`src/include/dispatch_params.svh`:
```
`ifndef DISPATCH_PARAMS_SVH
`define DISPATCH_PARAMS_SVH

// station sizes
`define RS_ALU_SIZE 8
`define RS_LS_SIZE 4

// architectural state
`define REG_COUNT 32
`define REG_NAME_WIDTH 5

// datapath widths
`define DATA_WIDTH 32
`define TAG_WIDTH 4

`endif
```
`src/logic/tagPkg.sv`:
```
`include "dispatch_params.svh"

package tagPkg;

    typedef logic [`TAG_WIDTH-1:0] tagT;

    // value is present, nothing to wait for
    localparam tagT NO_TAG = '0;

    // alu entries 1..8
    localparam tagT ALU_TAG_BASE = 4'd1;
    localparam tagT ALU_TAG_LAST = ALU_TAG_BASE + tagT'(`RS_ALU_SIZE - 1);

    // load/store entries 9..12
    localparam tagT LS_TAG_BASE = 4'd9;
    localparam tagT LS_TAG_LAST = LS_TAG_BASE + tagT'(`RS_LS_SIZE - 1);

endpackage

```
`src/logic/isaPkg.sv`:
```
`include "dispatch_params.svh"

package isaPkg;

    typedef enum logic [3:0] {
        OP_ADD   = 4'h0,
        OP_SUB   = 4'h1,
        OP_AND   = 4'h2,
        OP_OR    = 4'h3,
        OP_XOR   = 4'h4,
        OP_LOAD  = 4'h8,
        OP_STORE = 4'h9
    } opcodeT;

    // register-register format
    typedef struct packed {
        opcodeT                     op;
        logic [`REG_NAME_WIDTH-1:0] rd;
        logic [`REG_NAME_WIDTH-1:0] rs1;
        logic [`REG_NAME_WIDTH-1:0] rs2;
        logic [12:0]                unused;
    } aluViewT;

    // dataReg is the load destination or the store source
    typedef struct packed {
        opcodeT                     op;
        logic [`REG_NAME_WIDTH-1:0] dataReg;
        logic [`REG_NAME_WIDTH-1:0] baseReg;
        logic [17:0]                offset;
    } memViewT;

    // both views share the opcode in the top nibble
    typedef union packed {
        aluViewT aluView;
        memViewT memView;
    } instrWordT;

    function automatic logic isMemOp(opcodeT op);
        return (op == OP_LOAD) || (op == OP_STORE);
    endfunction

endpackage

```
`src/logic/dispatchUnit.sv`:
```
`timescale 1ns/1ns
`include "dispatch_params.svh"

module dispatchUnit (
    input  logic                   clk,
    input  logic                   rstN,

    input  logic                   instrValid,
    input  isaPkg::instrWordT      instrWord,
    output logic                   stall,

    input  logic                   aluRelease,
    input  tagPkg::tagT            aluReleaseTag,
    input  logic                   lsRelease,
    input  tagPkg::tagT            lsReleaseTag,

    input  logic                   cdbValid,
    input  tagPkg::tagT            cdbTag,
    input  logic [`DATA_WIDTH-1:0] cdbData,

    output logic                   aluIssue,
    output logic                   lsIssue,
    output isaPkg::opcodeT         issueOp,
    output tagPkg::tagT            issueTag,
    output tagPkg::tagT            issueTagA,
    output tagPkg::tagT            issueTagB,
    output logic [`DATA_WIDTH-1:0] issueDataA,
    output logic [`DATA_WIDTH-1:0] issueDataB
);
    import tagPkg::*;

    logic                       aluFreeValid;
    tagT                        aluFreeTag;
    logic                       aluAlloc;
    logic                       lsFreeValid;
    tagT                        lsFreeTag;
    logic                       lsAlloc;

    logic [`REG_NAME_WIDTH-1:0] readNameA;
    logic [`REG_NAME_WIDTH-1:0] readNameB;
    tagT                        readTagA;
    tagT                        readTagB;
    logic [`DATA_WIDTH-1:0]     readDataA;
    logic [`DATA_WIDTH-1:0]     readDataB;

    logic                       renameEn;
    logic [`REG_NAME_WIDTH-1:0] renameReg;
    tagT                        renameTag;

    slotPool #(
        .entryCount(`RS_ALU_SIZE),
        .tagBase(ALU_TAG_BASE)
    ) aluPool (
        .clk(clk),
        .rstN(rstN),
        .alloc(aluAlloc),
        .releaseEn(aluRelease),
        .releaseTag(aluReleaseTag),
        .freeValid(aluFreeValid),
        .freeTag(aluFreeTag)
    );

    slotPool #(
        .entryCount(`RS_LS_SIZE),
        .tagBase(LS_TAG_BASE)
    ) lsPool (
        .clk(clk),
        .rstN(rstN),
        .alloc(lsAlloc),
        .releaseEn(lsRelease),
        .releaseTag(lsReleaseTag),
        .freeValid(lsFreeValid),
        .freeTag(lsFreeTag)
    );

    renameTable renameTable (
        .clk(clk),
        .rstN(rstN),
        .readNameA(readNameA),
        .readNameB(readNameB),
        .readTagA(readTagA),
        .readTagB(readTagB),
        .readDataA(readDataA),
        .readDataB(readDataB),
        .renameEn(renameEn),
        .renameReg(renameReg),
        .renameTag(renameTag),
        .cdbValid(cdbValid),
        .cdbTag(cdbTag),
        .cdbData(cdbData)
    );

    dispatchControl dispatchControl (
        .clk(clk),
        .rstN(rstN),
        .instrValid(instrValid),
        .instrWord(instrWord),
        .stall(stall),
        .aluFreeValid(aluFreeValid),
        .aluFreeTag(aluFreeTag),
        .lsFreeValid(lsFreeValid),
        .lsFreeTag(lsFreeTag),
        .aluAlloc(aluAlloc),
        .lsAlloc(lsAlloc),
        .readNameA(readNameA),
        .readNameB(readNameB),
        .readTagA(readTagA),
        .readTagB(readTagB),
        .readDataA(readDataA),
        .readDataB(readDataB),
        .renameEn(renameEn),
        .renameReg(renameReg),
        .renameTag(renameTag),
        .cdbValid(cdbValid),
        .cdbTag(cdbTag),
        .cdbData(cdbData),
        .aluIssue(aluIssue),
        .lsIssue(lsIssue),
        .issueOp(issueOp),
        .issueTag(issueTag),
        .issueTagA(issueTagA),
        .issueTagB(issueTagB),
        .issueDataA(issueDataA),
        .issueDataB(issueDataB)
    );

endmodule

```
`src/logic/dispatchControl.sv`:
```
`timescale 1ns/1ns
`include "dispatch_params.svh"

module dispatchControl (
    input  logic                       clk,
    input  logic                       rstN,

    input  logic                       instrValid,
    input  isaPkg::instrWordT          instrWord,
    output logic                       stall,

    input  logic                       aluFreeValid,
    input  tagPkg::tagT                aluFreeTag,
    input  logic                       lsFreeValid,
    input  tagPkg::tagT                lsFreeTag,
    output logic                       aluAlloc,
    output logic                       lsAlloc,

    output logic [`REG_NAME_WIDTH-1:0] readNameA,
    output logic [`REG_NAME_WIDTH-1:0] readNameB,
    input  tagPkg::tagT                readTagA,
    input  tagPkg::tagT                readTagB,
    input  logic [`DATA_WIDTH-1:0]     readDataA,
    input  logic [`DATA_WIDTH-1:0]     readDataB,

    output logic                       renameEn,
    output logic [`REG_NAME_WIDTH-1:0] renameReg,
    output tagPkg::tagT                renameTag,

    input  logic                       cdbValid,
    input  tagPkg::tagT                cdbTag,
    input  logic [`DATA_WIDTH-1:0]     cdbData,

    output logic                       aluIssue,
    output logic                       lsIssue,
    output isaPkg::opcodeT             issueOp,
    output tagPkg::tagT                issueTag,
    output tagPkg::tagT                issueTagA,
    output tagPkg::tagT                issueTagB,
    output logic [`DATA_WIDTH-1:0]     issueDataA,
    output logic [`DATA_WIDTH-1:0]     issueDataB
);
    import isaPkg::*;
    import tagPkg::*;

    opcodeT                     op;
    logic                       memOp;
    logic                       storeOp;
    logic [`REG_NAME_WIDTH-1:0] destReg;
    logic                       poolFree;
    logic                       accept;
    tagT                        destTag;
    logic                       hitA;
    logic                       hitB;
    tagT                        operandTagA;
    tagT                        operandTagB;
    logic [`DATA_WIDTH-1:0]     operandDataA;
    logic [`DATA_WIDTH-1:0]     operandDataB;

    function automatic logic cdbHit(tagT tag, logic valid, tagT busTag);
        return valid && (tag != NO_TAG) && (tag == busTag);
    endfunction

    assign op = instrWord.aluView.op;
    assign memOp = isMemOp(op);
    assign storeOp = (op == OP_STORE);

    // operand A is the base and B the store data for memory ops
    always_comb begin
        if (memOp) begin
            readNameA = instrWord.memView.baseReg;
            readNameB = storeOp ? instrWord.memView.dataReg : '0;
            destReg = storeOp ? '0 : instrWord.memView.dataReg;
        end else begin
            readNameA = instrWord.aluView.rs1;
            readNameB = instrWord.aluView.rs2;
            destReg = instrWord.aluView.rd;
        end
    end

    assign poolFree = memOp ? lsFreeValid : aluFreeValid;
    assign destTag = memOp ? lsFreeTag : aluFreeTag;

    assign stall = instrValid && !poolFree;
    assign accept = instrValid && poolFree;

    assign aluAlloc = accept && !memOp;
    assign lsAlloc = accept && memOp;

    // stores and writes to r0 leave the table alone
    assign renameEn = accept && !storeOp && (destReg != '0);
    assign renameReg = destReg;
    assign renameTag = destTag;

    // bypass a result that is on the bus this cycle
    assign hitA = cdbHit(readTagA, cdbValid, cdbTag);
    assign hitB = cdbHit(readTagB, cdbValid, cdbTag);
    assign operandTagA = hitA ? NO_TAG : readTagA;
    assign operandTagB = hitB ? NO_TAG : readTagB;
    assign operandDataA = hitA ? cdbData : readDataA;
    assign operandDataB = hitB ? cdbData : readDataB;

    always_ff @(posedge clk) begin
        if (!rstN) begin
            aluIssue <= 1'b0;
            lsIssue <= 1'b0;
        end else begin
            aluIssue <= aluAlloc;
            lsIssue <= lsAlloc;
        end
    end

    // issue record, only meaningful while a strobe is high
    always_ff @(posedge clk) begin
        if (accept) begin
            issueOp <= op;
            issueTag <= destTag;
            issueTagA <= operandTagA;
            issueTagB <= operandTagB;
            issueDataA <= operandDataA;
            issueDataB <= operandDataB;
        end
    end

endmodule

```
`src/logic/renameTable.sv`:
```
`timescale 1ns/1ns
`include "dispatch_params.svh"

module renameTable (
    input  logic                       clk,
    input  logic                       rstN,

    input  logic [`REG_NAME_WIDTH-1:0] readNameA,
    input  logic [`REG_NAME_WIDTH-1:0] readNameB,
    output tagPkg::tagT                readTagA,
    output tagPkg::tagT                readTagB,
    output logic [`DATA_WIDTH-1:0]     readDataA,
    output logic [`DATA_WIDTH-1:0]     readDataB,

    input  logic                       renameEn,
    input  logic [`REG_NAME_WIDTH-1:0] renameReg,
    input  tagPkg::tagT                renameTag,

    input  logic                       cdbValid,
    input  tagPkg::tagT                cdbTag,
    input  logic [`DATA_WIDTH-1:0]     cdbData
);
    import tagPkg::*;

    logic [`DATA_WIDTH-1:0] regValue [`REG_COUNT];
    tagT                    regTag   [`REG_COUNT];

    logic cdbLive;

    // a zero tag on the bus never matches a present value
    assign cdbLive = cdbValid && (cdbTag != NO_TAG);

    always_ff @(posedge clk) begin
        if (!rstN) begin
            for (int r = 0; r < `REG_COUNT; r++) begin
                regValue[r] <= '0;
                regTag[r] <= NO_TAG;
            end
        end else begin
            // r0 is never written, so it stays zero with no tag
            for (int r = 1; r < `REG_COUNT; r++) begin
                if (renameEn && (int'(renameReg) == r)) begin
                    // new producer takes over, a stale broadcast is ignored
                    regTag[r] <= renameTag;
                end else if (cdbLive && (regTag[r] == cdbTag)) begin
                    regValue[r] <= cdbData;
                    regTag[r] <= NO_TAG;
                end
            end
        end
    end

    // asynchronous read ports
    assign readTagA = regTag[readNameA];
    assign readTagB = regTag[readNameB];
    assign readDataA = regValue[readNameA];
    assign readDataB = regValue[readNameB];

endmodule

```
`src/logic/slotPool.sv`:
```
`timescale 1ns/1ns

module slotPool #(
    parameter int          entryCount = 4,
    parameter tagPkg::tagT tagBase    = tagPkg::ALU_TAG_BASE
) (
    input  logic        clk,
    input  logic        rstN,
    input  logic        alloc,
    input  logic        releaseEn,
    input  tagPkg::tagT releaseTag,
    output logic        freeValid,
    output tagPkg::tagT freeTag
);
    import tagPkg::*;

    localparam int IDX_W = (entryCount > 1) ? $clog2(entryCount) : 1;

    logic [entryCount-1:0] busy;
    logic [IDX_W-1:0]      freeIdx;
    tagT                   relOffset;

    // lowest free entry wins, so scan downward and keep the last hit
    always_comb begin
        freeValid = 1'b0;
        freeIdx = '0;
        for (int i = entryCount - 1; i >= 0; i--) begin
            if (!busy[i]) begin
                freeValid = 1'b1;
                freeIdx = IDX_W'(i);
            end
        end
    end

    assign freeTag = tagBase + tagT'(freeIdx);

    // entry index of the tag being released
    assign relOffset = releaseTag - tagBase;

    always_ff @(posedge clk) begin
        if (!rstN) begin
            busy <= '0;
        end else begin
            if (alloc && freeValid) begin
                busy[freeIdx] <= 1'b1;
            end
            if (releaseEn) begin
                busy[relOffset[IDX_W-1:0]] <= 1'b0;
            end
        end
    end

endmodule

```
`config.mk`:
```
export PLATFORM = sky130hd
export DESIGN_NAME = dispatchUnit
export DESIGN_NICKNAME = d
export VERILOG_FILES = /design/src/logic/tagPkg.sv /design/src/logic/isaPkg.sv /design/src/logic/dispatchUnit.sv /design/src/logic/dispatchControl.sv /design/src/logic/renameTable.sv /design/src/logic/slotPool.sv
export VERILOG_INCLUDE_DIRS = /design/src /design/src/include
export SDC_FILE = /design/constraint.sdc
export NUM_CORES = 2
export LEC_CHECK = 0
export ABC_AREA = 1
export BUFFER_PORTS_ARGS = -buffer_cell sky130_fd_sc_hd__buf_2
export CORE_ASPECT_RATIO = 0.75
export CORE_MARGIN = 1
export CORE_UTILIZATION = 37
export DETAILED_ROUTE_END_ITERATION = 12
export GPL_ROUTABILITY_DRIVEN = 0
export PLACE_DENSITY = 0.6
export SYNTH_ARGS = -nofsm -noshare
export SYNTH_HDL_FRONTEND = slang
export SYNTH_HIERARCHICAL = 1
export SYNTH_SLANG_ARGS = --single-unit
```
`constraint.sdc`:
```
create_clock -name clk -period 4.35 [get_ports clk]
set_clock_uncertainty 0.05 [all_clocks]
set_input_delay 0.435 -clock clk [delete_from_list [all_inputs] [get_ports clk]]
set_output_delay 0.435 -clock clk [all_outputs]
set_load 0.005 [all_outputs]
```
==> flow_summary_export.csv <==
group,metric,value,unit
run_status,outcome,"finished clean",
die,fp.dieW,496,um
grt,overflow,0,
critical_path,start_kind,"primary input",
detailed_routing,first_iter_violations,10900,
placed_design,dpl_cell_area,72000,um2
power,p_sw,0.00928,W
sta,setup_viol,0,
yosys,synth_compound_area_share,2.43,%
power,swShare,30.4,%
worst_hold_path,min_from,"cdbData[30]",
detailed_routing,via_per_inst,5.79,
yosys,synth_top_family_by_area,"simple AND/OR/NAND/NOR gates",
yosys,synth_nets,8611,
critical_path,startpoint,"instrWord[30]",
yosys,synth-simple-area-share,34.1,%
critical_path,criticalPathCategory,"in -> reg",
grt,grt_pass1_vias,59200,
yosys,yosysUniqueCellTypes,38,
power,p_clk_share,36.6,%
placed_design,port-buffer-count,148,
layout,area_growth,13.2,%
die,io_pins,165,
clocking,clock_latency,0.82,ns
die,initial_utilization,37.3,%
yosys,synth_top_area_share,53.1,%
detailed_routing,drt-total-wl,276000,um
sta,min_period,3.79,ns
yosys,avgSynthCellArea,7.93,um2
grt,grt_usage,29.3,%
power,power.leakage,32.7,nW
sta,rsz0062_at_grt,"false",
yosys,synth_top_cell_by_area,"edfxtp_1",
layout,nets,8594,
sta,setup_tns,0,ns
clocking,cts_buffer_depth,3,
sta,post-route-period-util,87.2,%
clocking,tritoncts,"done",
sta,max_freq,264,MHz
critical_path,cp_slowest_cell,"buf_4",
power,internal-power,0.0212,W
critical_path,crit_fanout,42,
critical_path,crit_arrival,4.30,ns
clocking,numCtsBuffers,130,
yosys,synth_mux_area_share,0,%
critical_path,rr_startpoint,"aluPool/busy[0]",
clocking,cts_max_level,4,
critical_path,path_common_cell,"nand2_1",
grt,grt_max_degree,187,
critical_path,critPathCaptureType,"flop",
detailed_routing,num_vias,63800,
clocking,clkSlewWorstSetupHoldPaths,0.06,ns
clocking,numClockSinks,1210,
yosys,yosys_most_used_dff,"edfxtp_1",
critical_path,cp.required,4.85,ns
yosys,yosysMostFrequentCell,"nand2_1",
power,ir_drop,0.380,mV
detailed_routing,wl_per_cell,25.1,um
die,core-area,181000,um2
yosys,syn_area,67600,um2
critical_path,cp_slowest_stage_delay,0.63,ns
power,p_per_area,398,nW/um2
clocking,cts_root_buffer,"clkbuf_16",
yosys,synth_edf_count,1196,
flow_run,cap_violations,0,
sta,slew_violations,0,
layout,drive_gt1_share,8.46,%
yosys,synth_common_cells,"2588 x nand2_1, 1798 x nand3_1, 1196 x edfxtp_1",
power,power.share.sequential,45.7,%
die,die_height,372,um
grt,antenna_found_initial,9,
die,num_rows,135,
yosys,yosysWarnings,6,
layout,post-route-cell-area,76600,um2
power,comb_power_share,17.7,%
sta,relSlewSlack,9.65,%
critical_path,crit_family,"simple AND/OR/NAND/NOR gates",
sta,finalHoldViolations,0,
detailed_routing,drt-pass1-iter-count,9,
yosys,postSynthCellCount,8526,
die,die_area,185000,um2
sta,tightest_slew,1.36,ns
placed_design,post-dp-hpwl,160000,um
yosys,ys_ff_latch,1210,
detailed_routing,antenna_left,0,
yosys,synth_area_leaders,"edfxtp_1 53%, nand2_1 14%, nand3_1 13%, inv_1 4.8%, nor2_1 4.8%",
yosys,synth-xor-area-share,0.894,%
critical_path,worst-path-buf-inv,5,
critical_path,critical_path.cell_chain,"dlygate4sd3_1, buf_2, nor2_1, nand3_1, o21ai_4, buf_4, nand2_1, nand3_1, nand3_1, nand3_1, nand3_1, nand2_1, inv_1, nand2_1, nand2_1, nor2_4, nand3_4, buf_12, nand2_1, nand2_1",
yosys,async_flop_share,0,%
worst_hold_path,hold_path.class,"in -> reg",
grt,grt_pass1_wl,396000,um
clocking,cts-resized-gates,0,
yosys,synthAdderAreaFrac,0.0555,%
detailed_routing,drc_errors,0,
yosys,ys_seq_area_share,53.5,%
## layout make-up
cell class,instances,area (um2)
sequential,1210,36200
fill,17600,104000
clock buffer,154,3390
clock inverter,82,773
inverter,906,3450
timing repair buffer,464,4290
multi-input combinational,5797,25500
tap,2397,3000
antenna,1,2.50
## registers in the layout (all words and copies together), names as in the netlist, 8 cells and up
signal and count:
renameTable/regTag 124, dispatchControl/issueDataB 32, aluPool/busy 8, renameTable/regValue 992, dispatchControl/issueDataA 32
## per-layer routing
metal	vias to the layer above	part of all wire, %	GRT usage, %
met2	5348	41	41.8
met5	-	0.012	0
met4	6	4.3	12.6
met1	29800	38	40.4
li1	27800	-	-
met3	812	17	9.38
## worst min-delay path, stage by stage
cell and delay [ns]:
buf_2 0.18, nand4_1 0.12, nand2_1 0.05
## kinds of logic (layout without fill, tap and decap cells)
logic type,Yosys count,after routing
xor+xnor,69,69
flops,1210,1210
other cells,1,2
compound gates,325,325
buf+inv,1519,1606
fa+ha+maj,3,3
simple gates,5399,5399
## stage by stage
step                      hold slack, ns  setup WS, ns  instances  power, W  utilization (%)
after global placement             0.417         0.538      10700    0.0192             39.8
after global routing              0.0746         0.391      11000    0.0314             42.3
after detailed placement           0.429         0.469      10700    0.0193             39.8
after floorplan                    0.398          1.10       8526    0.0171                -
after CTS                         0.0121         0.773      11000    0.0304             42.3
final                             0.0839         0.557      11000    0.0305             42.3
## placed cells by master, fill, tap and decap left out, types with 9 or more instances in the layout
cell type,n
nand3_1,1792
dlygate4sd3_1,41
a21oi_1,305
bufinv_16,9
buf_4,193
edfxtp_1,1196
buf_12,83
nand2_2,39
inv_2,29
clkbuf_16,132
clkinv_2,26
nor3_1,9
clkbuf_1,22
nand4_1,102
nand3_2,18
nand2_1,2556
inv_1,863
buf_2,143
xor2_1,62
clkinv_1,37
dfxtp_1,14
nor2_1,859
## worst paths after layout
check,slack (ns),to,depth (start not counted)
setup reg to reg,1.10,renameTable/regValue[13][3],15
hold reg to reg,0.44,aluPool/busy[7],2
setup / recovery,0.56,dispatchControl/issueDataB[4],20
hold / removal,0.08,dispatchControl/issueDataB[30],3
## power by group through the flow
stage | Clock (W) | Combinational, W | Sequential (W)
after floorplan | 0 | 0.00296 | 0.0141
after detailed placement | 0 | 0.00513 | 0.0142
after global routing | 0.0117 | 0.00568 | 0.0140
final | 0.0112 | 0.00539 | 0.0139
after global placement | 0 | 0.00507 | 0.0142
after CTS | 0.0113 | 0.00518 | 0.0139
## what timing repair did
| item | 4_1_cts | 5_1_grt |
|---|---|---|
| setup buffers | 0 | 0 |
| hold endpoints to repair | 65 | 0 |
| hold buffers | 41 | 0 |
No activity file was read; power rests on OpenSTA's default activity.
